**config.mk**
```make
export PLATFORM = sky130hd
export DESIGN_NAME = isqrt_unit
export DESIGN_NICKNAME = d
export VERILOG_FILES = /design/src/hdl/sqrt_pkg.sv /design/src/hdl/isqrt_unit.sv
export VERILOG_INCLUDE_DIRS = /design/src /design/src/hdl
export SDC_FILE = /design/constraint.sdc
export NUM_CORES = 1
export LEC_CHECK = 0
export ABC_AREA = 1
export BUFFER_PORTS_ARGS = -buffer_cell sky130_fd_sc_hd__buf_2
export CAP_MARGIN = 20
export CORE_AREA = 2 2 76 78
export CTS_CLUSTER_SIZE = 16
export DETAILED_ROUTE_END_ITERATION = 12
export DIE_AREA = 0 0 78 80
export SETUP_SLACK_MARGIN = 0.15
export SLEW_MARGIN = 10
export SYNTH_ARGS = -nofsm -noshare
export SYNTH_HDL_FRONTEND = slang
export SYNTH_SLANG_ARGS = --single-unit
export TNS_END_PERCENT = 30
```
**constraint.sdc**
```tcl
create_clock -name clk -period 3.75 [get_ports clk]
set_input_delay 0.75 -clock clk [delete_from_list [all_inputs] [get_ports clk]]
set_output_delay 0.75 -clock clk [all_outputs]
set_load 0.02 [all_outputs]
```
**src/hdl/sqrt_cfg.svh**
```systemverilog
`ifndef SQRT_CFG_SVH
`define SQRT_CFG_SVH

// Root is half the radicand width
`define SQRT_RAD_W      16
`define SQRT_ROOT_W     8

// Result RAM geometry
`define SQRT_ADDR_W     12
`define SQRT_WORD_W     16
`define SQRT_RAM_DEPTH  (1 << `SQRT_ADDR_W)

`endif

```
**src/hdl/sqrt_pkg.sv**
```systemverilog
`include "sqrt_cfg.svh"

package sqrt_pkg;

    // One byte on either queue
    typedef logic [7:0]              byte_t;
    typedef logic [`SQRT_RAD_W-1:0]  rad_t;
    typedef logic [`SQRT_ROOT_W-1:0] root_t;
    typedef logic [`SQRT_ADDR_W-1:0] addr_t;
    typedef logic [`SQRT_WORD_W-1:0] word_t;

    // One parsed command held until its reply is sent
    typedef struct packed {
        addr_t addr;
        rad_t  radicand;
    } sqrt_cmd_t;

    typedef enum logic [3:0] {
        ADDR_HI, ADDR_LO, RAD_HI, RAD_LO,
        ROOT_WAIT, RAM_WRITE, RAM_READ,
        TX_HI, TX_LO
    } ctrl_state_t;

endpackage

```
**src/hdl/isqrt_unit.sv**
```systemverilog
`timescale 1ns/1ps
`include "sqrt_cfg.svh"

module isqrt_unit (
    input  logic            clk,
    input  logic            reset,
    input  logic            start,
    input  sqrt_pkg::rad_t  radicand,
    output sqrt_pkg::root_t root,
    output logic            done
);

    localparam int ROOT_W = `SQRT_ROOT_W;
    localparam int RAD_W  = `SQRT_RAD_W;
    localparam int REM_W  = ROOT_W + 2;
    localparam int CNT_W  = (ROOT_W > 1) ? $clog2(ROOT_W) : 1;
    localparam int LAST   = ROOT_W - 1;

    logic             busy;
    logic [CNT_W-1:0] bit_cnt;
    logic             step;

    sqrt_pkg::rad_t   rad_q;
    logic [REM_W-1:0] rem_q;
    sqrt_pkg::root_t  root_q;

    // Operands of the current iteration
    sqrt_pkg::rad_t   rad_in;
    logic [REM_W-1:0] rem_in;
    sqrt_pkg::root_t  root_in;

    logic [REM_W+1:0] rem_sh;
    logic [REM_W+1:0] trial;
    logic [REM_W+1:0] diff;
    logic             fits;

    //////////////////////////////
    // One restoring iteration
    //////////////////////////////

    // First iteration runs on the start edge from fresh operands
    assign rad_in  = busy ? rad_q  : radicand;
    assign rem_in  = busy ? rem_q  : '0;
    assign root_in = busy ? root_q : '0;

    // Bring down the next two radicand bits
    assign rem_sh = {rem_in, rad_in[RAD_W-1 -: 2]};
    assign trial  = {2'b00, root_in, 2'b01};
    assign diff   = rem_sh - trial;
    assign fits   = (rem_sh >= trial);

    assign step = busy || start;

    always_ff @(posedge clk) begin
        if (step) begin
            rad_q  <= rad_in << 2;
            rem_q  <= fits ? diff[REM_W-1:0] : rem_sh[REM_W-1:0];
            root_q <= {root_in[ROOT_W-2:0], fits};
        end
    end

    //////////////////////////////
    // Iteration control
    //////////////////////////////

    always_ff @(posedge clk) begin
        if (reset) begin
            busy    <= 1'b0;
            done    <= 1'b0;
            bit_cnt <= '0;
        end else begin
            done <= 1'b0;
            if (start && !busy) begin
                busy    <= 1'b1;
                bit_cnt <= CNT_W'(1);
            end else if (busy) begin
                bit_cnt <= bit_cnt + 1'b1;
                // Final bit lands on this edge
                if (bit_cnt == CNT_W'(LAST)) begin
                    busy <= 1'b0;
                    done <= 1'b1;
                end
            end
        end
    end

    assign root = root_q;

    // Controller must wait for done before the next command
    a_no_start_busy: assert property (@(posedge clk) disable iff (reset)
        !(start && busy));

endmodule

```
# After elaboration in Yosys (flattened, before gate mapping)
# Cells that the tools add are included.
classes:
  n_addsub: 2
  magnitude_cmp: 1
  eq_ne: 1
  n_mux: 10
  bitwise_logic: 1
  reduce_logical: 6
ops:
  columns: ["operator", "n"]
  rows:
  - ["$mux 10", 2]
  - ["$mux 16", 1]
  - ["$ge 12x10->1", 1]
  - ["$sub 10x10->10", 1]
  - ["$mux 8", 1]
  - ["$mux 1", 6]
  - ["$add 3x1->3 const B", 1]
  - ["$eq 3x3->1 const B", 1]
  - ["$reduce_or 3->1", 1]
  - ["$reduce_bool 2->1", 1]
  - ["$reduce_or 2->1", 1]
  - ["$logic_and 1x1->1", 1]
  - ["$logic_not 1->1", 1]
  - ["$logic_or 1x1->1", 1]
  - ["$not 1->1", 1]
word_totals:
  register_bits: 37
  elab_cells: 29

# Logic depth before layout (Yosys ltp)
# Gate-level depths: netlist (run 1).
depth:
  ltp_word: 4
  ltp_mapped: 14
  depth_no_buf: 12

# Worst setup path before layout (run 1)
# Ideal clock, no wire load.
synth_path:
  kind: "register to register"
  start: "reg busy"
  end: "reg rem_q[9], data pin"
  setup_ps: 253
  arrival_time_ps: 2154
  slack_ps: 1343
  path_stages_with_launch: 10
  n_path_buf: 3
  cell_sequence: "dfxtp_1 > buf_2 > buf_1 > nand2_1 > ha_1 > a211oi_2 > nand4_2 > buf_6 > nand3_1 > nand2_1"
synth_via:
  elab_chain_len: 3
synth_rtl:
  columns: ["item", "line", "source"]
  rows:
  - ["start: declaration", "isqrt_unit.sv:19", "logic busy;"]
  - ["start signal: assignment", "isqrt_unit.sv:68", "busy <= 1'b0;"]
  - ["start signal: assignment", "isqrt_unit.sv:74", "busy <= 1'b1;"]
  - ["start signal: assignment", "isqrt_unit.sv:80", "busy <= 1'b0;"]
  - ["$mux 16 (tied with other cells)", "isqrt_unit.sv:42", "assign rad_in = busy ? rad_q : radicand;"]
  - ["$ge 12x10->1 *", "isqrt_unit.sv:50", "assign fits = (rem_sh >= trial);"]
  - ["via fits", "isqrt_unit.sv:35", "logic fits;"]
  - ["$mux 10 *", "isqrt_unit.sv:57", "rem_q <= fits ? diff[REM_W-1:0] : rem_sh[REM_W-1:0];"]
  - ["end signal: assignment", "isqrt_unit.sv:57", null]
  - ["end: declaration", "isqrt_unit.sv:24", "logic [REM_W-1:0] rem_q;"]
# Mark *: on every way through the listed nets, which the timed path passes. The rest lies on a longest branch.
# A chain may end at the register's enable or synchronous reset.

# Worst setup path after layout (run 1)
layout_path:
  start: "reg busy"
  end: "reg rem_q[9], data pin"
layout_via:
  elab_chain_len: 3
layout_rtl:
  columns: ["item", "line"]
  rows:
  - ["$mux 16 (tied with other cells)", "isqrt_unit.sv:42"]
  - ["$sub 10x10->10 / $ge 12x10->1 (equally long branches)", "isqrt_unit.sv:49, isqrt_unit.sv:50"]
  - ["$mux 10 *", "isqrt_unit.sv:57"]
# Every way passes the cells marked *; elsewhere a longest branch is shown, timed or not.

==> metrics.yaml, run 1 <==
outcome:
  status: "complete, no violations"
critical_path:
  crit_family: "simple AND/OR/NAND/NOR gates"
  arrival_ns: 2.70
  worstSetupStartpointType: "flop"
  crit_fanout: 16
  critical-path-slowest-cell: "dfxtp_1"
  worstSetupPathType: "reg2reg"
  slowest_delay_ns: 0.58
  path_cells: "buf_4 -> nand2_1 -> ha_1 -> a21oi_1 -> o21ai_1 -> nand3_1 -> nand4_2 -> nand3_1 -> nand2_1"
  cp-end-kind: "flop"
  required_ns: 3.80
  worst-path-buf-inv: 1
die:
  die_h_um: 80
  die_area_um2: 6240
  die_w_um: 78
  initial_core_util: 0.392
  pin_count: 28
  core_um2: 5410
  core.rowCount: 27
pwr:
  powerDensity_nw_per_um2: 613
  leakagePower_uw: 0.00129
  p_int_uw: 960
  peakVddDrop_uv: 244
  pwr-share-comb: 0.365
  clkPwrFrac: 0.233
  sw_frac_of_total: 0.361
  power_frac_seq: 0.402
  power.switching_uw: 542
layout:
  drive_gt1_frac: 0.143
  fill_cells: 559
  final_cells: 365
  diodes: 0
  nNetsFinal: 322
  syn_to_final_growth_pct: 15.7
clock_tree:
  cts_hold_buf: 0
  clock_latency_ns: 0.29
  numCtsBuffers: 5
  cts_buffer_depth: 2
  path_clk_slew_ns: 0.08
  cts-resized-gates: 0
  h-tree-depth: 2
  cts_tree: "yes"
  cts-root-buf: "clkbuf_8"
  cts.sinks: 37
  cts_setup_buffers: 0
timing:
  skew_ns: 0.00519
  max_clock_freq_mhz: 377
  slew_headroom: 0.656
  finalCritPeriodShare: 0.708
  worst_pin_slew_ns: 0.514
  hold_viol_final: 0
  grt_setup_unrepaired: "no"
  finalCriticalPeriod_ns: 2.66
  slew_viol_final: 0
  final.setup.tns_ns: 0
  setup_viol: 0
synth:
  synth_top_family_by_area: "simple AND/OR/NAND/NOR gates"
  yosysTopAreaCellShare: 0.454
  syn_inst: 261
  synthTopCellsByArea: "edfxtp_1, nand2_1, nand3_1, ha_1, inv_1"
  netlist_area_um2: 2120
  synth_cell_types: 25
  synth_compound_area_frac: 0.0514
  synth_area_leader_cell: "edfxtp_1"
  ys_seq_elements: 37
  yosys.area_share.simple: 0.289
  yosysWarnings: 0
  ys_seq_area_frac: 0.501
  postSynthAreaPerCell_um2: 8.12
  synth_xor_area_frac: 0.0165
  synthAdderAreaFrac: 0.0650
  syn_nets: 291
  synth_mux_area_frac: 0
route:
  via_per_inst: 4.66
  drc_errors: 0
  vias: 1701
  first_pass_iters: 4
  postRouteAntennaNets: 0
  routed_wl_um: 4300
  drt_iter0_markers: 97
  wl_per_cell_um: 11.8
global_route:
  grt_pass1_vias: 1695
  grt_pass1_wl_um: 7570
  antenna_found_initial: 0
  grt_overflow_total: 0
  grt_max_degree: 33
  grt_use_total: 0.156
place:
  dp.final_hpwl_um: 3140
  dp.cells: 357
  place.gp.congestion: 0.871
  portBuffers: 27
job:
  cap_violations: 0
hold_path:
  hp-class: "reg2reg"
[flip-flops by register name, summed over array words and instances, names as in the netlist]
signal	cells
bit_cnt	3
busy	1
done	1
rad_q	14
rem_q	10
root	8
[tightest hold or removal path, cell delays in order, from the launching register on]
cell     delay (ns)
dfxtp_1        0.31
nand2_1        0.06
a21oi_1        0.05
[synthesized netlist by cell type (all sizes together)]
library cell	instances
nand3	28
clkbuf	1
a21oi	5
a211oi	2
xor2	2
buf	5
ha	11
edfxtp	32
nand2	102
dfxtp	5
a31oi	1
nand3b	1
a21boi	1
inv	35
xnor2	2
nor2	17
a21o	2
nand4	2
o21ai	7
[layer usage]
metal | part of all wire | global-route usage
met1 | 0.47 | 0.193
met2 | 0.48 | 0.266
met3 | 0.038 | 0.0362
met4 | 0.014 | 0.0579
met5 | 0 | 0
[cell type report]
cell class | count | area, µm² | share of cell area
Sequential cell | 37 | 1060 | 0.433
Multi-Input combinational cell | 183 | 895 | 0.365
Timing Repair Buffer | 30 | 158 | 0.0644
Inverter | 35 | 131 | 0.0536
Tap cell | 72 | 90.1 | 0.0368
Clock buffer | 5 | 68.8 | 0.0281
Clock inverter | 3 | 46.3 | 0.0189
[power groups by stage]
stage / Combinational, µW / Clock (µW) / Sequential, µW
after floorplan: 421 / 0 / 623
final: 549 / 350 / 605
after global routing: 635 / 377 / 617
after detailed placement: 551 / 0 / 616
after global placement: 542 / 0 / 617
after CTS: 555 / 360 / 607
[placed cells by master (no fill, tap or decap), types with 2 or more instances in the layout]
cell,count
xor2_1,2
clkbuf_8,5
dfxtp_1,5
a21oi_1,5
a21o_1,2
o21ai_1,6
xnor2_1,2
edfxtp_1,32
ha_1,11
inv_1,33
buf_4,3
inv_2,2
buf_2,27
nor2_1,17
nand3_1,28
nand2_1,102
[final timing paths]
kind | start | to | slack, ns | depth (start not counted)
worst max-delay path | busy | rem_q[9] | 1.09 | 9
worst min register to register | bit_cnt[1] | bit_cnt[1] | 0.47 | 2
worst min-delay path | bit_cnt[1] | bit_cnt[1] | 0.47 | 2
worst max register to register | busy | rem_q[9] | 1.09 | 9
[logic make-up after synthesis]
family / count (synthesis)
adders and majority gates: 11
xor gates and xnor gates: 4
buffers and inverters: 41
and+or+nand+nor: 150
DFF: 37
AOI/OAI and AO/OA: 18
[through the flow]
step	area, µm²	total power (µW)	hold slack [ns]	util	worst slack (ns)
2_1_floorplan	2120	1040	0.441	-	1.34
3_3_place_gp	2330	1160	0.453	0.432	1.16
6_report	2450	1500	0.465	0.453	1.09
3_5_place_dp	2330	1170	0.458	0.432	1.08
4_1_cts	2450	1520	0.469	0.453	1.04
5_1_grt	2450	1630	0.488	0.453	0.798
Power figures use the tool's default switching activity.
==> inputs of run 2 (changes only) <==
ABC_AREA = 0   (was 1)
CORE_AREA = 2 2 75 77   (was 2 2 76 78)
DIE_AREA = 0 0 77 79   (was 0 0 78 80)
clock period = 2.1 ns   (was 3.75 ns; I/O delays follow)
==> run 2 against run 1 <==
Net effect: the run now ends with setup timing left; flip-flop and latch count stayed put; fmax is 17% higher; first-iteration DRC count is 41% lower; total power is 98% higher; design area is 15% higher; routed wire length is 0.28% higher; sequential share of layout area is 5.4 points lower; register-to-register slack worse by 1.3 ns; via count is 9.6% lower; utilization is 7.2 points higher; critical path type unchanged; largest power group is now combinational cells.
==> metrics.yaml, run 2 <==
synth:
  yosys.area_share.simple: 0.137  # -0.152
  yosysWarnings: 0  # unchanged
  async_reset_ff_frac: 0  # unchanged
  syn_nets: 207  # -29%
  synthAdderAreaFrac: 0.0679  # +0.00293
  synth_area_leader_cell: "edfxtp_1"
  yosysTopAreaCellShare: 0.474  # +0.0204
  synth_edf_count: 32  # unchanged
  synth_xor_area_frac: 0.0389  # +0.0224
  netlist_area_um2: 2030  # -4.3%
  synth_cell_types: 40  # +60%
  synthTopCellsByArea: "edfxtp_1, mux2_2, ha_1, dfxtp_1, nand2_1"
  ys_seq_elements: 37  # unchanged
  postSynthAreaPerCell_um2: 11.5  # +41%
  yosys.cell_count.top_type: "edfxtp_1"
  synth_compound_area_frac: 0.110  # +0.0591
  synth_mux_area_frac: 0.0926  # +0.0926
  syn_inst: 177  # -32%
  synth_top_family_by_area: "simple AND/OR/NAND/NOR gates"
  ys_seq_area_frac: 0.523  # +0.0226
  synth_flop_cell: "edfxtp_1"
  synth_common_cells: "edfxtp_1, nand2_1, mux2_2, ha_1, nor2_1"
timing:
  hold_viol_final: 0  # unchanged
  finalCritPeriodShare: 1.08  # +0.370
  setup_viol: 11  # +11
  worst_pin_slew_ns: 0.325  # -0.190 ns
  grt_setup_unrepaired: "yes"
  finalCriticalPeriod_ns: 2.26  # -0.391 ns
  final.setup.tns_ns: -1.14  # -1.14 ns
  slew_viol_final: 0  # unchanged
  fin_ws_ns: -0.164  # -1.26 ns
  holdWs_ns: 0.335  # -0.130 ns
  skew_ns: 0.00313  # -0.00206 ns
  max_clock_freq_mhz: 442  # +17%
  slew_headroom: 0.783  # +0.127
die:
  die_w_um: 77  # -1.3%
  core_um2: 5340  # -1.2%
  initial_core_util: 0.380  # -0.0122
  pin_count: 28  # unchanged
  core.rowCount: 27  # unchanged
  die_h_um: 79  # -1.3%
  die_area_um2: 6080  # -2.5%
critical_path:
  worstRegToRegCells: 9  # unchanged
  arrival_ns: 2.31  # -0.39 ns
  crit_fanout: 11  # -5
  crit_path_start: "busy"
  regToRegEndpoint: "rem_q[6]"
  worstSetupStartpointType: "flop"
  required_ns: 2.15  # -1.65 ns
  rrSetupSlack_ns: -0.16  # -1.26 ns
  crit_end: "rem_q[6]"
  cp-end-kind: "flop"
  reg2reg_from: "busy"
  worstSetupPathType: "reg2reg"
pwr:
  p_int_uw: 1990  # +110%
  power.switching_uw: 987  # +82%
  sw_frac_of_total: 0.332  # -0.0291
  powerDensity_nw_per_um2: 1060  # +73%
  clkPwrFrac: 0.174  # -0.059
  power_frac_seq: 0.374  # -0.028
  peakVddDrop_uv: 482  # +98%
  pwr-share-comb: 0.452  # +0.087
  leakagePower_uw: 0.00122  # -5.4%
route:
  wl_per_cell_um: 13.4  # +14%
  vias: 1537  # -9.6%
  drc_errors: 0  # unchanged
  via_per_inst: 4.77  # +2.4%
  drt_iter0_markers: 57  # -41%
  postRouteAntennaNets: 0  # unchanged
  first_pass_iters: 4  # unchanged
  routed_wl_um: 4310  # +0.28%
place:
  place_area_um2: 2600  # +11%
  dp_slack_ns: -0.245  # -1.32 ns
  portBuffers: 27  # unchanged
  dp.cells: 307  # -14%
  dp.final_hpwl_um: 3050  # -2.9%
  place.gp.congestion: 0.820  # -5.8%
global_route:
  grt_use_total: 0.152  # -0.00445
  grt_overflow_total: 0  # unchanged
  grt_pass1_vias: 1517  # -11%
  antenna_found_initial: 0  # unchanged
  grt_max_degree: 34  # +3.0%
  grt_pass1_wl_um: 7130  # -5.7%
clock_tree:
  path_clk_slew_ns: 0.08  # about the same
  clock_latency_ns: 0.29  # about the same
  cts_tree: "yes"
  cts_buffer_depth: 2  # unchanged
  numCtsBuffers: 5  # unchanged
  h-tree-depth: 2  # unchanged
  cts_hold_buf: 0  # unchanged
  cts-root-buf: "clkbuf_8"
  cts.sinks: 37  # unchanged
job:
  cap_violations: 0  # unchanged
outcome:
  violations: "setup timing"
  status: "finished, violations left"
layout:
  final_cells: 322  # -12%
  diodes: 0  # unchanged
  top_register: "rad_q"
  drive_gt1_frac: 0.476  # +0.333
  nNetsFinal: 279  # -13%
  largest_register_ffs: 14  # unchanged
  mostFrequentLayoutCell: "buf_4"
  final_cell_mix: "buf_4, edfxtp_1, buf_2"
  syn_to_final_growth_pct: 38.4
  fin_area_um2: 2810  # +15%
hold_path:
  hp-class: "in2reg"
  hold_depth: 2  # unchanged
==> run 2: changes by cell type after synthesis, moves of 3 or more <==
cell     delta
mux2_2     +14
nand3_1    -26
inv_1      -26
nor2_1      -8
mux2i_1     +3
a21oi_1     +3
and2_1      +8
o21ai_1     -5
o21ai_0     +6
nand2_1    -82
xnor2_1     +3
==> run 2: final cells by class <==
| cell class | count | area [µm²] |
|---|---|---|
| clock buffer | 5 | 68.8 |
| clock inverter | 3 | 21.3 |
| inverter | 8 | 35.0 |
| timing repair buffer | 72 | 505 |
| fill | 496 | 2530 |
| tap | 72 | 90.1 |
| sequential | 37 | 1060 |
| multi-input combinational | 125 | 1020 |
==> run 2: logic make-up (layout without fill, tap and decap cells) <==
family	after synthesis	count (layout)
and+or+nand+nor	55	55
DFF	37	37
AOI/OAI and AO/OA	33	33
muxes	17	17
buffers and inverters	15	88
adders and majority gates	11	11
xor gates and xnor gates	9	9
==> run 2: per-stage QoR <==
| stage | power (µW) | util |
|---|---|---|
| 2_1_floorplan | 1910 | - |
| 4_1_cts | 2980 | 0.522 |
| 5_1_grt | 3180 | 0.526 |
| 3_5_place_dp | 2350 | 0.487 |
| 3_3_place_gp | 2340 | 0.487 |
| 6_report | 2980 | 0.526 |
==> run 2: how the worst min path moves through the flow <==
| stage | startpoint | end | slack, ns |
|---|---|---|---|
| floorplan | bit_cnt[0] | bit_cnt[0] | 0.44 |
| global placement | bit_cnt[0] | bit_cnt[0] | 0.46 |
| detailed placement | bit_cnt[0] | bit_cnt[0] | 0.47 |
| CTS | reset | busy | 0.33 |
| global route | reset | busy | 0.33 |
| finish | reset | busy | 0.33 |
==> run 2: critical path, stage by stage (launching register included) <==
cell and delay, ns:
dfxtp_4 0.40, buf_12 0.15, and2_4 0.15, ha_4 0.27, nand4b_1 0.12, a21oi_2 0.17
o31ai_2 0.10, o221a_4 0.29, inv_6 0.08, mux2_4 0.29
==> run 2: timing repair <==
action,in CTS,in global routing
endpoints found under the setup margin,11,11
resized for setup,13,6
pin swaps,6,1
cloned,0,0
setup buffers,7,0
endpoints found under the hold margin,0,0
==> run 2: metal layers <==
layer	wire, µm	up-vias	track usage	part of all wire
met5	0	-	0	0
met4	7	0	0.0464	0.0016
met3	177	2	0.0432	0.041
met2	2180	29	0.261	0.50
met1	1950	715	0.186	0.45
li1	-	791	-	-
==> run 2: power groups by stage <==
stage	Combinational [µW]	Clock [µW]	Sequential (µW)
CTS	1340	531	1110
global route	1480	564	1140
finish	1350	518	1110
global placement	1210	0	1130
detailed placement	1220	0	1130
floorplan	802	0	1110
==> inputs of run 3 (changes only) <==
TNS_END_PERCENT = default   (was 30)
==> run 3 against run 2 <==
Net effect: the flow still finishes with violations (setup timing); setup slack got worse by 0.023 ns; fmax is 1.0% lower; design area is 5.7% higher; flip-flop and latch count is the same; combinational power up 21%; highest routed layer unchanged; sequential share of layout area down 2.0 points; global-route usage up 0.82 points; sequential power hardly changed; cell count shrank 0.31%; worst hold slack better by 0.014 ns; critical endpoint is now rem_q[0]; routed wire length is 4.8% higher.
==> metrics.yaml, run 3 (synthesis results as in run 2) <==
outcome:
  status: "finished, violations left"
  violations: "setup timing"
layout:
  largest_register_ffs: 14  # unchanged
  final_cell_mix: "buf_4, edfxtp_1, buf_2"
  utilization: 0.555  # +0.0298
  final_cells: 321  # -0.31%
  diodes: 0  # unchanged
  multi_input_area_um2: 1110  # +9.3%
  fill_cells: 491  # -1.0%
  regArea_um2: 1060  # unchanged
  syn_to_final_growth_pct: 46.2
  fin_area_um2: 2960  # +5.7%
  top_register: "rad_q"
  mostFrequentLayoutCell: "buf_4"
  drive_gt1_frac: 0.502  # +0.0260
  nNetsFinal: 278  # -0.36%
global_route:
  grt_overflow_total: 0  # unchanged
  antenna_found_initial: 0  # unchanged
  grt_pass1_vias: 1600  # +5.5%
  grt_use_total: 0.160  # +0.00823
  grt_max_degree: 23  # -32%
  grt_pass1_wl_um: 7510  # +5.3%
place:
  dp.final_hpwl_um: 2980  # -2.2%
  dp.cells: 299  # -2.6%
  place_area_um2: 2560  # -1.7%
  place.gp.congestion: 0.815  # -0.61%
  dp_slack_ns: -0.190  # +0.0548 ns
  portBuffers: 27  # unchanged
critical_path:
  worstSetupStartpointType: "flop"
  worstSetupPathType: "reg2reg"
  crit_fanout: 5  # -6
  cp-end-kind: "flop"
  arrival_ns: 2.33  # +0.02 ns
  required_ns: 2.14  # about the same
timing:
  finalCritPeriodShare: 1.09  # +0.0109
  grt_setup_unrepaired: "yes"
  slew_headroom: 0.777  # -0.00605
  max_clock_freq_mhz: 437  # -1.0%
  worst_pin_slew_ns: 0.330  # +0.00558 ns
  skew_ns: 0.00985  # +0.00671 ns
  hold_viol_final: 0  # unchanged
  fin_ws_ns: -0.187  # -0.0229 ns
  finalCriticalPeriod_ns: 2.29  # +0.0229 ns
  slew_viol_final: 0  # unchanged
  setup_viol: 10  # -1
route:
  drc_errors: 0  # unchanged
  via_per_inst: 4.88  # +2.3%
  wl_per_cell_um: 14.1  # +5.1%
  routed_wl_um: 4520  # +4.8%
  postRouteAntennaNets: 0  # unchanged
  drt_iter0_markers: 81  # +42%
  first_pass_iters: 4  # unchanged
  vias: 1567  # +2.0%
pwr:
  fin_total_pwr_uw: 3500  # +17%
  peakVddDrop_uv: 520  # +7.8%
  leakagePower_uw: 0.00127  # +4.1%
  powerDensity_nw_per_um2: 1180  # +11%
die:
  pin_count: 28  # unchanged
  die_w_um: 77  # unchanged
  core_um2: 5340  # unchanged
  die_area_um2: 6080  # unchanged
  core.rowCount: 27  # unchanged
  initial_core_util: 0.380  # unchanged
  die_h_um: 79  # unchanged
clock_tree:
  numCtsBuffers: 5  # unchanged
  h-tree-depth: 2  # unchanged
  cts_tree: "yes"
  cts_hold_buf: 0  # unchanged
  cts_buffer_depth: 2  # unchanged
  clock_latency_ns: 0.29  # about the same
  cts.sinks: 37  # unchanged
  path_clk_slew_ns: 0.08  # about the same
  cts-root-buf: "clkbuf_8"
hold_path:
  hp-class: "in2reg"
job:
  cap_violations: 0  # unchanged
==> run 3: cell count changes in the layout (fill, tap and decap cells not counted), sizes merged <==
cell | previous run | this run
clkinvlp | 1 | 0
clkbuf | 5 | 6
clkinv | 1 | 0
buf | 72 | 70
bufinv | 0 | 2
==> run 3: metrics by stage <==
step | hold WS, ns | setup TNS (ns)
finish | 0.349 | -1.14
global route | 0.359 | -2.05
CTS | 0.336 | -0.847
detailed placement | 0.476 | -1.32
global placement | 0.467 | -1.10
floorplan | 0.444 | -2.18
==> run 3: what timing repair did <==
| action | 4_1_cts | 5_1_grt |
|---|---|---|
| pin swaps | 4 | 4 |
| resized for setup | 16 | 18 |
| gates cloned | 0 | 1 |
| setup buffers | 9 | 4 |
| setup endpoints to repair | 11 | 11 |
==> run 3: final timing paths <==
kind,from,end,slack (ns),cells past startpoint
setup / recovery,busy,rem_q[0],-0.19,10
setup reg to reg,busy,rem_q[0],-0.19,10
hold reg to reg,bit_cnt[0],bit_cnt[0],0.48,1
hold / removal,reset,busy,0.35,2
==> run 3: metal layers <==
layer,wire length (µm),track usage,vias up
met4,136,0.0661,0
met3,166,0.0375,14
met2,2190,0.273,45
met1,2030,0.196,717
met5,0,0,-
li1,-,-,791
==> run 3: power by group <==
part	leakage (µW)	internal (µW)	switching [µW]	total, µW
Combinational	0.000833	895	738	1630
Clock	0.0000687	478	276	755
Sequential	0.000372	1020	87.9	1110
==> run 3: area by class of cell <==
| class | count | share of cell area |
|---|---|---|
| Multi-Input combinational cell | 125 | 0.376 |
| Sequential cell | 37 | 0.359 |
| Timing Repair Buffer | 71 | 0.176 |
| Tap cell | 72 | 0.0304 |
| Clock buffer | 5 | 0.0232 |
| Clock inverter | 3 | 0.0232 |
| Inverter | 8 | 0.0118 |
==> run 3: worst max-delay path, stage by stage, from the launching register on <==
cell       delay (ns)
dfxtp_4          0.37
buf_6            0.13
and2_4           0.14
ha_4             0.29
nand4b_1         0.14
a21oi_2          0.16
o31ai_2          0.11
o221a_4          0.31
buf_6            0.13
clkbuf_16        0.15
xnor2_1          0.12
