**src/hdl/sqrt_cfg.svh**
```systemverilog
`ifndef SQRT_CFG_SVH
`define SQRT_CFG_SVH

// Root is half the radicand width
`define SQRT_RAD_W      16
`define SQRT_ROOT_W     8

// Result RAM geometry
`define SQRT_ADDR_W     12
`define SQRT_WORD_W     16
`define SQRT_RAM_DEPTH  (1 << `SQRT_ADDR_W)

`endif

```
**src/hdl/sqrt_pkg.sv**
```systemverilog
`include "sqrt_cfg.svh"

package sqrt_pkg;

    // One byte on either queue
    typedef logic [7:0]              byte_t;
    typedef logic [`SQRT_RAD_W-1:0]  rad_t;
    typedef logic [`SQRT_ROOT_W-1:0] root_t;
    typedef logic [`SQRT_ADDR_W-1:0] addr_t;
    typedef logic [`SQRT_WORD_W-1:0] word_t;

    // One parsed command held until its reply is sent
    typedef struct packed {
        addr_t addr;
        rad_t  radicand;
    } sqrt_cmd_t;

    typedef enum logic [3:0] {
        ADDR_HI, ADDR_LO, RAD_HI, RAD_LO,
        ROOT_WAIT, RAM_WRITE, RAM_READ,
        TX_HI, TX_LO
    } ctrl_state_t;

endpackage

```
**src/hdl/sqrt_controller.sv**
```systemverilog
`timescale 1ns/1ps
`include "sqrt_cfg.svh"

module sqrt_controller (
    input  logic              clk,
    input  logic              reset,
    input  logic              rx_empty,
    input  sqrt_pkg::byte_t   rx_data,
    output logic              rx_rd,
    input  logic              tx_empty,
    output sqrt_pkg::byte_t   tx_data,
    output logic              tx_wr,
    output logic              sq_start,
    output sqrt_pkg::rad_t    sq_radicand,
    input  sqrt_pkg::root_t   sq_root,
    input  logic              sq_done,
    output logic              ram_we,
    output sqrt_pkg::addr_t   ram_addr,
    output sqrt_pkg::word_t   ram_wdata,
    input  sqrt_pkg::word_t   ram_rdata
);

    localparam int ADDR_W = `SQRT_ADDR_W;
    localparam int RAD_W  = `SQRT_RAD_W;
    localparam int WORD_W = `SQRT_WORD_W;

    sqrt_pkg::ctrl_state_t state;
    sqrt_pkg::ctrl_state_t state_nxt;
    sqrt_pkg::sqrt_cmd_t   cmd;
    sqrt_pkg::word_t       word_q;

    logic byte_state;
    logic tx_state;
    logic rd_pending;

    //////////////////////////////
    // Queue side
    //////////////////////////////

    assign byte_state = (state == sqrt_pkg::ADDR_HI) || (state == sqrt_pkg::ADDR_LO)
                     || (state == sqrt_pkg::RAD_HI)  || (state == sqrt_pkg::RAD_LO);
    assign tx_state   = (state == sqrt_pkg::TX_HI) || (state == sqrt_pkg::TX_LO);

    // Pop only the byte taken this cycle
    assign rx_rd = byte_state && !rx_empty;

    // Hold off the first byte while the read word is still landing
    assign tx_wr   = tx_state && tx_empty && !rd_pending;
    assign tx_data = (state == sqrt_pkg::TX_HI) ? word_q[WORD_W-1 -: 8] : word_q[7:0];

    //////////////////////////////
    // Next state
    //////////////////////////////

    always_comb begin
        state_nxt = state;
        case (state)
            sqrt_pkg::ADDR_HI: begin
                if (rx_rd) state_nxt = sqrt_pkg::ADDR_LO;
            end
            sqrt_pkg::ADDR_LO: begin
                if (rx_rd) state_nxt = sqrt_pkg::RAD_HI;
            end
            sqrt_pkg::RAD_HI: begin
                if (rx_rd) state_nxt = sqrt_pkg::RAD_LO;
            end
            sqrt_pkg::RAD_LO: begin
                if (rx_rd) state_nxt = sqrt_pkg::ROOT_WAIT;
            end
            sqrt_pkg::ROOT_WAIT: begin
                if (sq_done) state_nxt = sqrt_pkg::RAM_WRITE;
            end
            sqrt_pkg::RAM_WRITE: state_nxt = sqrt_pkg::RAM_READ;
            sqrt_pkg::RAM_READ:  state_nxt = sqrt_pkg::TX_HI;
            sqrt_pkg::TX_HI: begin
                if (tx_wr) state_nxt = sqrt_pkg::TX_LO;
            end
            sqrt_pkg::TX_LO: begin
                if (tx_wr) state_nxt = sqrt_pkg::ADDR_HI;
            end
            default: state_nxt = sqrt_pkg::ADDR_HI;
        endcase
    end

    always_ff @(posedge clk) begin
        if (reset) begin
            state      <= sqrt_pkg::ADDR_HI;
            sq_start   <= 1'b0;
            rd_pending <= 1'b0;
        end else begin
            state      <= state_nxt;
            // Root unit starts the cycle after the last radicand byte
            sq_start   <= rx_rd && (state == sqrt_pkg::RAD_LO);
            rd_pending <= (state == sqrt_pkg::RAM_READ);
        end
    end

    //////////////////////////////
    // Command and reply word
    //////////////////////////////

    always_ff @(posedge clk) begin
        if (rx_rd) begin
            case (state)
                // Only the low address bits of the first byte count
                sqrt_pkg::ADDR_HI: cmd.addr[ADDR_W-1:8] <= rx_data[ADDR_W-9:0];
                sqrt_pkg::ADDR_LO: cmd.addr[7:0] <= rx_data;
                sqrt_pkg::RAD_HI:  cmd.radicand[RAD_W-1:8] <= rx_data[RAD_W-9:0];
                sqrt_pkg::RAD_LO:  cmd.radicand[7:0] <= rx_data;
                default: ;
            endcase
        end
        // RAM output is valid one cycle after RAM_READ
        if (rd_pending) begin
            word_q <= ram_rdata;
        end
    end

    assign sq_radicand = cmd.radicand;
    assign ram_addr    = cmd.addr;
    assign ram_we      = (state == sqrt_pkg::RAM_WRITE);
    assign ram_wdata   = sqrt_pkg::word_t'(sq_root);

    //////////////////////////////
    // Checks
    //////////////////////////////

    a_no_pop_empty: assert property (@(posedge clk) disable iff (reset)
        !(rx_rd && rx_empty));

    a_no_push_full: assert property (@(posedge clk) disable iff (reset)
        !(tx_wr && !tx_empty));

    a_legal_state: assert property (@(posedge clk) disable iff (reset)
        state inside {sqrt_pkg::ADDR_HI, sqrt_pkg::ADDR_LO, sqrt_pkg::RAD_HI,
                      sqrt_pkg::RAD_LO, sqrt_pkg::ROOT_WAIT, sqrt_pkg::RAM_WRITE,
                      sqrt_pkg::RAM_READ, sqrt_pkg::TX_HI, sqrt_pkg::TX_LO});

endmodule

```
**config.mk**
```make
export PLATFORM = sky130hd
export DESIGN_NAME = sqrt_controller
export DESIGN_NICKNAME = d
export VERILOG_FILES = /design/src/hdl/sqrt_pkg.sv /design/src/hdl/sqrt_controller.sv
export VERILOG_INCLUDE_DIRS = /design/src /design/src/hdl
export SDC_FILE = /design/constraint.sdc
export NUM_CORES = 1
export LEC_CHECK = 0
export BUFFER_PORTS_ARGS = -buffer_cell sky130_fd_sc_hd__clkbuf_2
export CELL_PAD_IN_SITES_DETAIL_PLACEMENT = 2
export CELL_PAD_IN_SITES_GLOBAL_PLACEMENT = 2
export CORE_ASPECT_RATIO = 0.9
export CORE_MARGIN = 2
export CORE_UTILIZATION = 29
export CTS_CLUSTER_DIAMETER = 80
export CTS_CLUSTER_SIZE = 28
export DETAILED_ROUTE_END_ITERATION = 16
export PLACE_DENSITY_LB_ADDON = 0.15
export SLEW_MARGIN = 40
export SYNTH_ARGS = -nofsm -noshare
export SYNTH_HDL_FRONTEND = slang
export SYNTH_SLANG_ARGS = --single-unit
```
**constraint.sdc**
```tcl
create_clock -name clk -period 2.3 [get_ports clk]
set_input_delay 0.23 -clock clk [delete_from_list [all_inputs] [get_ports clk]]
set_output_delay 0.23 -clock clk [all_outputs]
set_load 0.005 [all_outputs]
```
## Word level (Yosys, flattened, before mapping)

Index checks and enable logic that the tools add are counted.

- Register bits: 50
- Latch bits: 0
- Memory bits (writable): 0
- Bits in read-only memories: 0
- Input bits: 37
- Logic and storage cells: 48
- Memories kept: 0

- Add/sub/neg operators: 0
- $mul: 0
- Div/mod/pow operators: 0
- $lt $le $gt $ge: 0
- Equal/unequal tests: 15
- Shift operators: 0
- Muxes and demuxes: 9
- Bitwise logic cells: 0
- Reduce and logical (&&, ||, !) cells: 16

Operators with widths:

| kind | number |
|---|---|
| $pmux 4 s9 | 1 |
| $mux 4 | 7 |
| $eq 4x3->1 const B | 4 |
| $ne 2x2->1 const B | 7 |
| $eq 4x2->1 const B | 2 |
| $mux 8 | 1 |
| $reduce_and 2->1 | 4 |
| $reduce_and 7->1 | 1 |
| $eq 4x1->1 const B | 1 |
| $eq 4x4->1 const B | 1 |
| $logic_and 1x1->1 | 4 |
| $logic_not 4->1 | 1 |
| $logic_or 1x1->1 | 4 |
| $logic_not 1->1 | 2 |

## Depth between registers and ports, before layout

Gate-level depths: netlist of the first run.

- Word-level depth: 7
- Depth in mapped cells: 5
- Mapped depth without buffers: 3

## Worst setup path before layout of the first run

Ideal clock, no wire load.

- Path type: reg2reg
- From: reg state[3]
- To: reg cmd, in the netlist sq_radicand[10], enable pin
- Arrival time: 1.225 ns
- Data required time: 1.930 ns
- Slack: 0.705 ns
- Stages on the path, launching flop included: 4
- Path buffers: 1
- Clock period less this slack: 1.595 ns
- Cell sequence: dfxtp_1 -> or3_1 -> clkbuf_1 -> nor2_1

- Word-level cells in the longest chain between the ends: 6

Ends and longest elaborated chain:

| what | RTL line | source |
|---|---|---|
| from (decl) | sqrt_controller.sv:27 | `sqrt_pkg::ctrl_state_t state;` |
| from (signal assigned) | sqrt_controller.sv:87 | `state <= sqrt_pkg::ADDR_HI;` |
| from (signal assigned) | sqrt_controller.sv:91 | `state <= state_nxt;` |
| $eq 4x1->1 / $logic_not 4->1 (equally long branches) | sqrt_controller.sv:40 | `assign byte_state = (state == sqrt_pkg::ADDR_HI) \|\| (state == sqrt_pkg::ADDR_LO)` |
| $logic_or 1x1->1 | sqrt_controller.sv:40 |  |
| $logic_or 1x1->1 (2 in series) | sqrt_controller.sv:41 | `\|\| (state == sqrt_pkg::RAD_HI) \|\| (state == sqrt_pkg::RAD_LO);` |
| $logic_and 1x1->1 | sqrt_controller.sv:45 | `assign rx_rd = byte_state && !rx_empty;` |
| $reduce_and 2->1 (no source line) (*) | - |  |
| to (decl) | sqrt_controller.sv:29 | `sqrt_pkg::sqrt_cmd_t cmd;` |

Mark *: on every way between the ends. The rest lies on a longest branch, timed or not.
A chain may end at the register's enable or synchronous reset.

## Worst setup path after layout of the first run

- From: reg state[0]
- To: out tx_wr

- Word-level cells in the longest chain between the ends: 4

Ends and longest elaborated chain:

| what | RTL line | source |
|---|---|---|
| $eq 4x3->1 / $eq 4x4->1 (equally long branches) | sqrt_controller.sv:42 | `assign tx_state = (state == sqrt_pkg::TX_HI) \|\| (state == sqrt_pkg::TX_LO);` |
| $logic_or 1x1->1 (*) | sqrt_controller.sv:42 |  |
| $logic_and 1x1->1 (*) (2 in series) | sqrt_controller.sv:48 | `assign tx_wr = tx_state && tx_empty && !rd_pending;` |
| to (decl) | sqrt_controller.sv:12 | `output logic tx_wr,` |

Marked as above.

==> results.toml, run 1 <==
[sta]
timing.final.crit_share_pct = 81.2
hold_viol = 0
tns_ns = 0
whs_ns = 0.103
relSlewSlack_pct = 62.4
clock.fmax_mhz = 536
setup_viol = 0
slew_viol_final = 0
post-route-min-period_ns = 1.87
finClkSkew_ns = 0.00434
worstMarginPinSlew_ns = 0.560
rsz0062_at_grt = "false"

[synth]
syn_area_mm2 = 0.00190
synth_seq_cells = 50
synthCells = 114
synthDistinctLibCells = 29
ys_seq_area_share_pct = 75.8
yosysWarnings = 0
syn_area_per_cell_um2 = 16.7

[worst_setup_path]
worst-r2r-cell-count = 2
cp.arrival_ns = 1.64
crit_required_ns = 2.07
cp-end-kind = "output pin"
cp_slowest_stage_delay_ns = 0.57
path_max_fanout = 10
path_class = "register to output pin"
crit_chain = "or4b_4, a21oi_1, clkbuf_2"
cp_slowest_cell = "or4b_4"
crit_path_start_kind = "register"

[clocking]
clock_tree.root_cell = "clkbuf_8"
max-clock-path-buffers = 2
cts_tree = "yes"
post_cts_buffers = 0
cts_hold_buf = 0
clkLatencyLatePin_ns = 0.30
htreeDepth = 2
numCtsBuffers = 5
cts.clk_slew.worst_paths_ns = 0.09
cts_repair_resize_count = 0
cts.sinks = 50

[global_routing]
antenna_found_initial = 0
first_global_vias = 1227
track_usage_pct = 11.6
grt_max_degree = 18
grt_pass1_wl_mm = 6.19
overflow = 0

[floorplanning]
dieArea_mm2 = 0.00722
die_h_um = 80.8
rows = 27
initial_core_util_pct = 30.6
fp.dieW_um = 89.3
fp.coreArea_mm2 = 0.00622
pin_count = 93

[final_layout]
final_nets = 217
fillers = 662
synthToLayoutAreaGrowth_pct = 23.8
final_util_pct = 37.9
drive_above_1_share_pct = 49.2
final_area_mm2 = 0.00235
n_antenna_cell = 0

[power]
total_power_uw = 1620
p_leak_uw = 0.000934
p_per_area_mw_per_mm2 = 690
ir_drop_mv = 0.395

[routing]
vias = 1139
wirelength_mm = 4.02
drt_iter0_drc = 20
via_per_inst = 4.25
routedWlPerCell_um = 15.0
drc = 0
ant_nets = 0
firstDrtPassIters = 3

[worst_hold_path]
hold_depth = 1
hp-class = "input pin to register"

[placed_design]
routabilityCongestion = 0.714
io_buffers = 68
place_area_mm2 = 0.00226
dp_hpwl_mm = 3.16

[outcome]
outcome = "finished clean"

[run]
timing.max_cap.violations = 0
registers in the layout (all words and copies together), names as in the netlist:
signal	count
ram_addr	12
rd_pending	1
sq_radicand	16
sq_start	1
state	4
word_q	16
worst max-delay path, delay by kind of cell (launching register included):
kind | cells | cell delay (ns)
buffers and inverters | 1 | 0.14
and+or+nand+nor | 1 | 0.57
DFF | 1 | 0.42
AOI/OAI and AO/OA | 1 | 0.20
kinds of logic after synthesis:
| family | after synthesis | share of synthesized area (%) |
|---|---|---|
| flops | 50 | 75.8 |
| buf+inv | 22 | 8.03 |
| mux | 9 | 5.53 |
| compound gates | 4 | 1.38 |
| other cells | 1 | 0.197 |
| xor+xnor | 1 | 0.461 |
| simple gates | 27 | 8.56 |
per-layer routing:
layer	vias to the layer above	track usage, %	wire length, um
met5	-	0	0
met4	0	5.07	70
met3	13	4.37	375
met2	63	19.7	1980
met1	539	13.0	1600
li1	524	-	-
synthesized netlist by cell type, drive strengths merged:
library cell,number,area (um2)
or2b,1,7.51
mux2,9,105
buf,19,141
nand4b,1,8.76
clkbuf,2,7.51
xor2,1,8.76
nand2b,5,31.3
a211oi,1,7.51
nor2,6,25.0
a21oi,1,5.00
or4b,1,13.8
edfxtp,44,1320
nand3,2,10.0
or4,2,15.0
dfxtp,6,120
conb,1,3.75
nand2,1,3.75
or3,2,12.5
and2,1,6.26
inv,1,3.75
nor3,4,20.0
o21ai,1,5.00
o311ai,1,8.76
or3b,1,8.76
where the power goes:
| part | switching (uW) | internal [uW] |
|---|---|---|
| Clock | 288 | 214 |
| Sequential | 15.8 | 1010 |
| Combinational | 50.2 | 42.5 |
final timing paths:
| check | slack (ns) | endpoint | start |
|---|---|---|---|
| max | 0.43 | tx_wr | state[0] |
| min reg2reg | 0.56 | state[2] | state[3] |
| min | 0.10 | word_q[1] | ram_rdata[1] |
| max reg2reg | 0.62 | ram_addr[11] | state[3] |
layout make-up:
cell class,count,area (um2),area share (%)
well taps,87,109,4.63
clock buffers,5,68.8,2.92
multi-input cells,49,333,14.1
repair buffers,73,378,16.1
inverters,1,3.75,0.159
clock inverters,3,20.0,0.851
flip-flops and latches,50,1440,61.2
cell usage in the layout (no fill, tap or decap):
cell type   netlist  layout
inv_6             0       1
nor3_1            4       4
nand2_1           1       1
clkinvlp_4        0       1
or3b_1            1       1
o21ai_0           1       1
and2_1            1       1
or4b_4            1       1
nand3_1           2       2
mux2_4            1       1
or2b_1            1       1
or3_1             2       2
clkbuf_2          0      68
o311ai_1          1       1
edfxtp_1         44      44
nand4b_1          1       1
a211oi_1          1       1
mux2_1            2       2
buf_4            16       5
nand2b_1          5       5
dfxtp_1           6       6
conb_1            1       8
a21oi_1           1       1
xor2_1            1       1
nor2_1            5       5
clkinv_1          0       1
or4_1             2       2
nor2_2            1       1
inv_1             1       1
mux2_2            6       6
clkbuf_8          0       5
metrics by stage:
| step | setup slack (ns) | cells |
|---|---|---|
| CTS | 0.408 | 268 |
| finish | 0.434 | 268 |
| floorplan | 0.705 | 121 |
| global placement | 0.711 | 260 |
| global route | 0.356 | 268 |
| detailed placement | 0.616 | 260 |
Note: power is estimated with default switching activity, not from simulation.
==> run 2: changes to the inputs <==
- ABC_AREA: default -> 1
- CORE_UTILIZATION: 29 -> 28
- clock period: 2.3 -> 1.8 ns (I/O delays scaled with it)
==> run 2 against run 1 <==
Net effect:
- setup slack lost 0.24 ns
- critical path type unchanged
- first-iteration DRC count grew 140%
- sequential cell count is the same
- sequential share of layout area shrank 2.5 points
- clock power grew 58%
- die area grew 6.7%
- clock skew grew 0.0036 ns
- cell count grew 15%
- register-to-register slack lost 0.34 ns
- synthesized cell count grew 30%
- power grew 48%
- routed wire length grew 21%
==> results.toml, run 2 <==
[power]
total_power_uw = 2400
p_per_area_mw_per_mm2 = 979
p_leak_uw = 0.00107
p_int_uw = 1830
switching_share_pct = 23.8
ir_drop_mv = 0.363
seq_power_share_pct = 56.2
p_sw_uw = 572
pwr-share-clk_pct = 33.0
p_comb_share_pct = 10.7

[synth]
synth_top_area_cell = "edfxtp_1"
yosysWarnings = 0
ys.flop_type = "edfxtp_1"
synth_edf_count = 44
synth.most_common_cell = "edfxtp_1"
syn_area_per_cell_um2 = 13.3
synth_top_area_share_pct = 67.3
synth.area.top_cells = "edfxtp_1 (67%), nand2_1 (6.5%), dfxtp_1 (6.1%), buf_4 (6.1%), nor2_1 (2.5%)"
ys_seq_area_share_pct = 73.4
synthArstFlopShare_pct = 0
synth.cells.most_frequent = "edfxtp_1 (44), nand2_1 (34), buf_4 (16), nor2_1 (13), inv_1 (7)"
synth_seq_cells = 50
synthCells = 148
syn_area_mm2 = 0.00196
synthDistinctLibCells = 22

[floorplanning]
fp.coreArea_mm2 = 0.00669
dieArea_mm2 = 0.00770
pin_count = 93
die_h_um = 83.5
initial_core_util_pct = 29.4
rows = 28
fp.dieW_um = 92.3

[final_layout]
final_area_mm2 = 0.00245
final_common_cell = "clkbuf_2"
synthToLayoutAreaGrowth_pct = 25.0
seqCellArea_mm2 = 0.00144
fin_cells = 308
drive_above_1_share_pct = 45.0
n_antenna_cell = 0
final_nets = 254
multi_input_area_um2 = 360
fillers = 744
mostFrequentLayoutCells = "clkbuf_2 (68), edfxtp_1 (44), nand2_1 (34)"

[worst_setup_path]
cpLargestDelayFamily = "flip-flops"
crit_top_cell = "nand2_1"
crit_path_start_kind = "register"
path_max_fanout = 11
critPathBufInv = 3
path_class = "register to output pin"
cp-end-kind = "output pin"
crit_chain = "inv_1, nor2_2, nand2_4, clkinv_8, nand2_1, nand2_1, clkbuf_2"
crit_required_ns = 1.62
cp_slowest_stage_delay_ns = 0.40
cp_slowest_cell = "dfxtp_1"
cp.arrival_ns = 1.43

[worst_hold_path]
hp-class = "input pin to register"

[routing]
via_per_inst = 4.18
wirelength_mm = 4.87
ant_nets = 0
vias = 1288
drt_iter0_drc = 48
drc = 0
firstDrtPassIters = 2
routedWlPerCell_um = 15.8

[clocking]
clkLatencyLatePin_ns = 0.30
numCtsBuffers = 5
max-clock-path-buffers = 2
cts_tree = "yes"
clock_tree.root_cell = "clkbuf_8"
htreeDepth = 2
cts.sinks = 50
cts.clk_slew.worst_paths_ns = 0.09

[global_routing]
antenna_found_initial = 0
grt_pass1_wl_mm = 7.69
track_usage_pct = 13.1
grt_max_degree = 17
overflow = 0
first_global_vias = 1390

[sta]
hold_viol = 0
timing.final.crit_share_pct = 89.4
setup_viol = 0
rsz0062_at_grt = "false"
layout_setup_ws_ns = 0.190
tns_ns = 0
finClkSkew_ns = 0.00798
slew_viol_final = 0
clock.fmax_mhz = 621
post-route-min-period_ns = 1.61

[placed_design]
routabilityCongestion = 0.785
io_buffers = 68
place_area_mm2 = 0.00234
post-place-ws_ns = 0.261
dp.cells = 300
dp_hpwl_mm = 3.88

[outcome]
outcome = "finished clean"

[run]
timing.max_cap.violations = 0
==> run 2: cell count changes after synthesis, sizes merged, moves of 5 or more <==
cell	change
inv	+10
mux2	-9
nand2	+40
nand2b	-5
nor2	+10
==> run 2: per-layer routing <==
| metal | track usage, % | up-vias | share of wire [%] |
|---|---|---|---|
| met4 | 3.80 | 0 | 1.3 |
| met1 | 15.0 | 634 | 39 |
| met5 | 0 | - | 0 |
| met2 | 23.9 | 37 | 55 |
| li1 | - | 605 | - |
| met3 | 3.61 | 12 | 4.9 |
==> run 2: kinds of logic (layout without fill, tap and decap cells) <==
| kind of cell | Yosys count | after routing | share of synthesized area (%) |
|---|---|---|---|
| simple gates | 65 | 65 | 15.9 |
| compound gates | 3 | 3 | 0.955 |
| flops | 50 | 50 | 73.4 |
| other cells | 1 | 8 | 0.191 |
| buf+inv | 29 | 92 | 9.62 |
==> run 2: repair_timing <==
action | in CTS | in global routing
endpoints found under the setup margin | 0 | 1
buffers inserted | 0 | 0
gates resized for setup | 0 | 1
hold buffers | 0 | 0
==> run 2: area by class of cell <==
type / instances / area share (%)
sequential: 50 / 58.8
multi-input combinational: 76 / 14.7
clock buffer: 5 / 2.80
tap: 90 / 4.59
clock inverter: 3 / 1.73
inverter: 12 / 2.34
timing repair buffer: 72 / 15.1
==> run 2: final timing paths <==
check | start | end | slack [ns] | cells past startpoint
max reg2reg | state[3] | ram_addr[10] | 0.28 | 5
min reg2reg | state[0] | rd_pending | 0.56 | 1
min | ram_rdata[1] | word_q[1] | 0.04 | 1
max | state[2] | tx_data[0] | 0.19 | 7
==> run 2: power groups by stage <==
stage	clock network [uW]	registers (uW)	logic, uW
after floorplan	0	1380	150
after global placement	0	1370	248
after detailed placement	0	1380	263
after CTS	822	1350	266
after global routing	861	1360	291
final	794	1350	258
==> run 2: worst register-to-register path: stages (launching register included) <==
cell and delay (ns):
dfxtp_1 0.37, nor2_1 0.23, inv_2 0.04, nor2_1 0.15, inv_2 0.07, nor2_1 0.33
==> run 2: per-stage QoR <==
stage          hold WS (ns)  util (%)
6_report             0.0435      36.7
5_1_grt              0.0304      36.7
4_1_cts              0.0353      36.7
3_5_place_dp          0.359      35.0
3_3_place_gp          0.359      35.0
2_1_floorplan         0.242         -
==> run 3: changes to the inputs <==
- CORE_UTILIZATION: 28 -> 30
- clock period: 1.8 -> 1.95 ns (I/O delays scaled with it)
==> run 3 against run 2 <==
Net effect:
- die area decreased by 6.4%
- first-iteration DRC count increased by 19%
- global-route usage increased by 0.51 points
- critical path type unchanged
- largest cell class unchanged
==> results.toml, run 3 (same netlist as run 2, synthesis figures left out) <==
[outcome]
outcome = "finished clean"

[clocking]
clkLatencyLatePin_ns = 0.31
post_cts_buffers = 0
htreeDepth = 2
cts_repair_resize_count = 0
clock_tree.root_cell = "clkbuf_8"
numCtsBuffers = 5
max-clock-path-buffers = 2
cts.sinks = 50
cts_hold_buf = 0
cts_tree = "yes"
cts.clk_slew.worst_paths_ns = 0.10

[worst_setup_path]
crit_required_ns = 1.75
cpLargestDelayFamily = "flip-flops"
crit_chain = "nand2_2, inv_2, nand2_4, clkinv_8, nand2_1, nand2_1, clkbuf_2"
crit_top_cell = "nand2_1"
cp-end-kind = "output pin"
crit_cells = 7
cp.arrival_ns = 1.46
critPathBufInv = 3
cp_slowest_stage_delay_ns = 0.49
crit_path_start_kind = "register"
path_class = "register to output pin"
worst-r2r-cell-count = 6
path_max_fanout = 11
cp_slowest_cell = "dfxtp_1"

[routing]
via_per_inst = 4.13
firstDrtPassIters = 3
vias = 1259
drt_iter0_drc = 57
ant_nets = 0
routedWlPerCell_um = 15.4
drc = 0
wirelength_mm = 4.71

[final_layout]
fillers = 684
n_antenna_cell = 0
mostFrequentLayoutCells = "clkbuf_2 (68), edfxtp_1 (44), nand2_1 (34)"
synthToLayoutAreaGrowth_pct = 25.0
final_nets = 254
final_common_cell = "clkbuf_2"
drive_above_1_share_pct = 45.0
fin_cells = 305

[placed_design]
dp.cells = 297
io_buffers = 68
dp_hpwl_mm = 3.62
routabilityCongestion = 0.746

[sta]
setup_viol = 0
rsz0062_at_grt = "false"
finClkSkew_ns = 0.00697
timing.final.crit_share_pct = 85.0
tns_ns = 0
clock.fmax_mhz = 604
slew_viol_final = 0
post-route-min-period_ns = 1.66
hold_viol = 0

[power]
p_per_area_mw_per_mm2 = 912
p_leak_uw = 0.00107
ir_drop_mv = 0.343

[global_routing]
grt_pass1_wl_mm = 7.17
track_usage_pct = 13.6
first_global_vias = 1382
overflow = 0
grt_max_degree = 18
antenna_found_initial = 0

[worst_hold_path]
hp-class = "input pin to register"
hold_depth = 1

[floorplanning]
pin_count = 93
dieArea_mm2 = 0.00721
rows = 27
die_h_um = 80.8
initial_core_util_pct = 31.6
fp.coreArea_mm2 = 0.00622
fp.dieW_um = 89.3

[run]
timing.max_cap.violations = 0
-- run 3: cell types whose count changed in the layout (fill, tap and decap cells not counted) --
cell	change
clkinv_1	-1
dfxtp_2	-1
dfxtp_1	+1
clkinvlp_4	+1
inv_8	+1
inv_6	-1
-- run 3: final timing paths --
kind	slack, ns	end	start
hold reg to reg	0.58	rd_pending	state[2]
setup / recovery	0.29	tx_data[6]	state[0]
setup reg to reg	0.39	sq_radicand[8]	state[3]
hold / removal	0.06	word_q[3]	ram_rdata[3]
-- run 3: worst register-to-register path: stages (launching register included) --
cell and delay [ns]:
dfxtp_1 0.38, nor2_1 0.27, inv_2 0.06, nor2_1 0.15, inv_2 0.06, nor3_1 0.14
buf_4 0.21
-- run 3: power by group --
group | internal (uW) | leakage [uW] | switching [uW]
Sequential | 1220 | 0.000449 | 25.3
Clock | 391 | 0.0000563 | 371
Combinational | 86.2 | 0.000570 | 146
Total | 1700 | 0.00107 | 542
-- run 3: layout make-up --
cell class	instances	area, um2	area share, %
Inverter	12	57.6	2.34
Clock inverter	3	48.8	1.99
Sequential cell	50	1440	58.7
Clock buffer	5	68.8	2.80
Tap cell	87	109	4.43
Multi-Input combinational cell	76	360	14.7
Timing Repair Buffer	72	370	15.1
-- run 3: layer usage --
| layer | vias to the layer above | GRT usage (%) | routed length (um) |
|---|---|---|---|
| li1 | 608 | - | - |
| met1 | 606 | 15.9 | 1870 |
| met2 | 36 | 24.1 | 2530 |
| met3 | 9 | 4.37 | 247 |
| met4 | 0 | 3.73 | 58 |
| met5 | - | 0 | 0 |
-- run 3: per-stage QoR --
| step | instance area (um2) | setup slack [ns] | hold WS [ns] | util [%] | total power, uW |
|---|---|---|---|---|---|
| 3_3_place_gp | 2340 | 0.536 | 0.375 | 37.6 | 1500 |
| 6_report | 2460 | 0.293 | 0.0580 | 39.5 | 2240 |
| 4_1_cts | 2460 | 0.262 | 0.0480 | 39.5 | 2270 |
| 5_1_grt | 2460 | 0.152 | 0.0427 | 39.5 | 2340 |
| 2_1_floorplan | 1990 | 0.184 | 0.257 | - | 1410 |
| 3_5_place_dp | 2340 | 0.448 | 0.374 | 37.6 | 1510 |
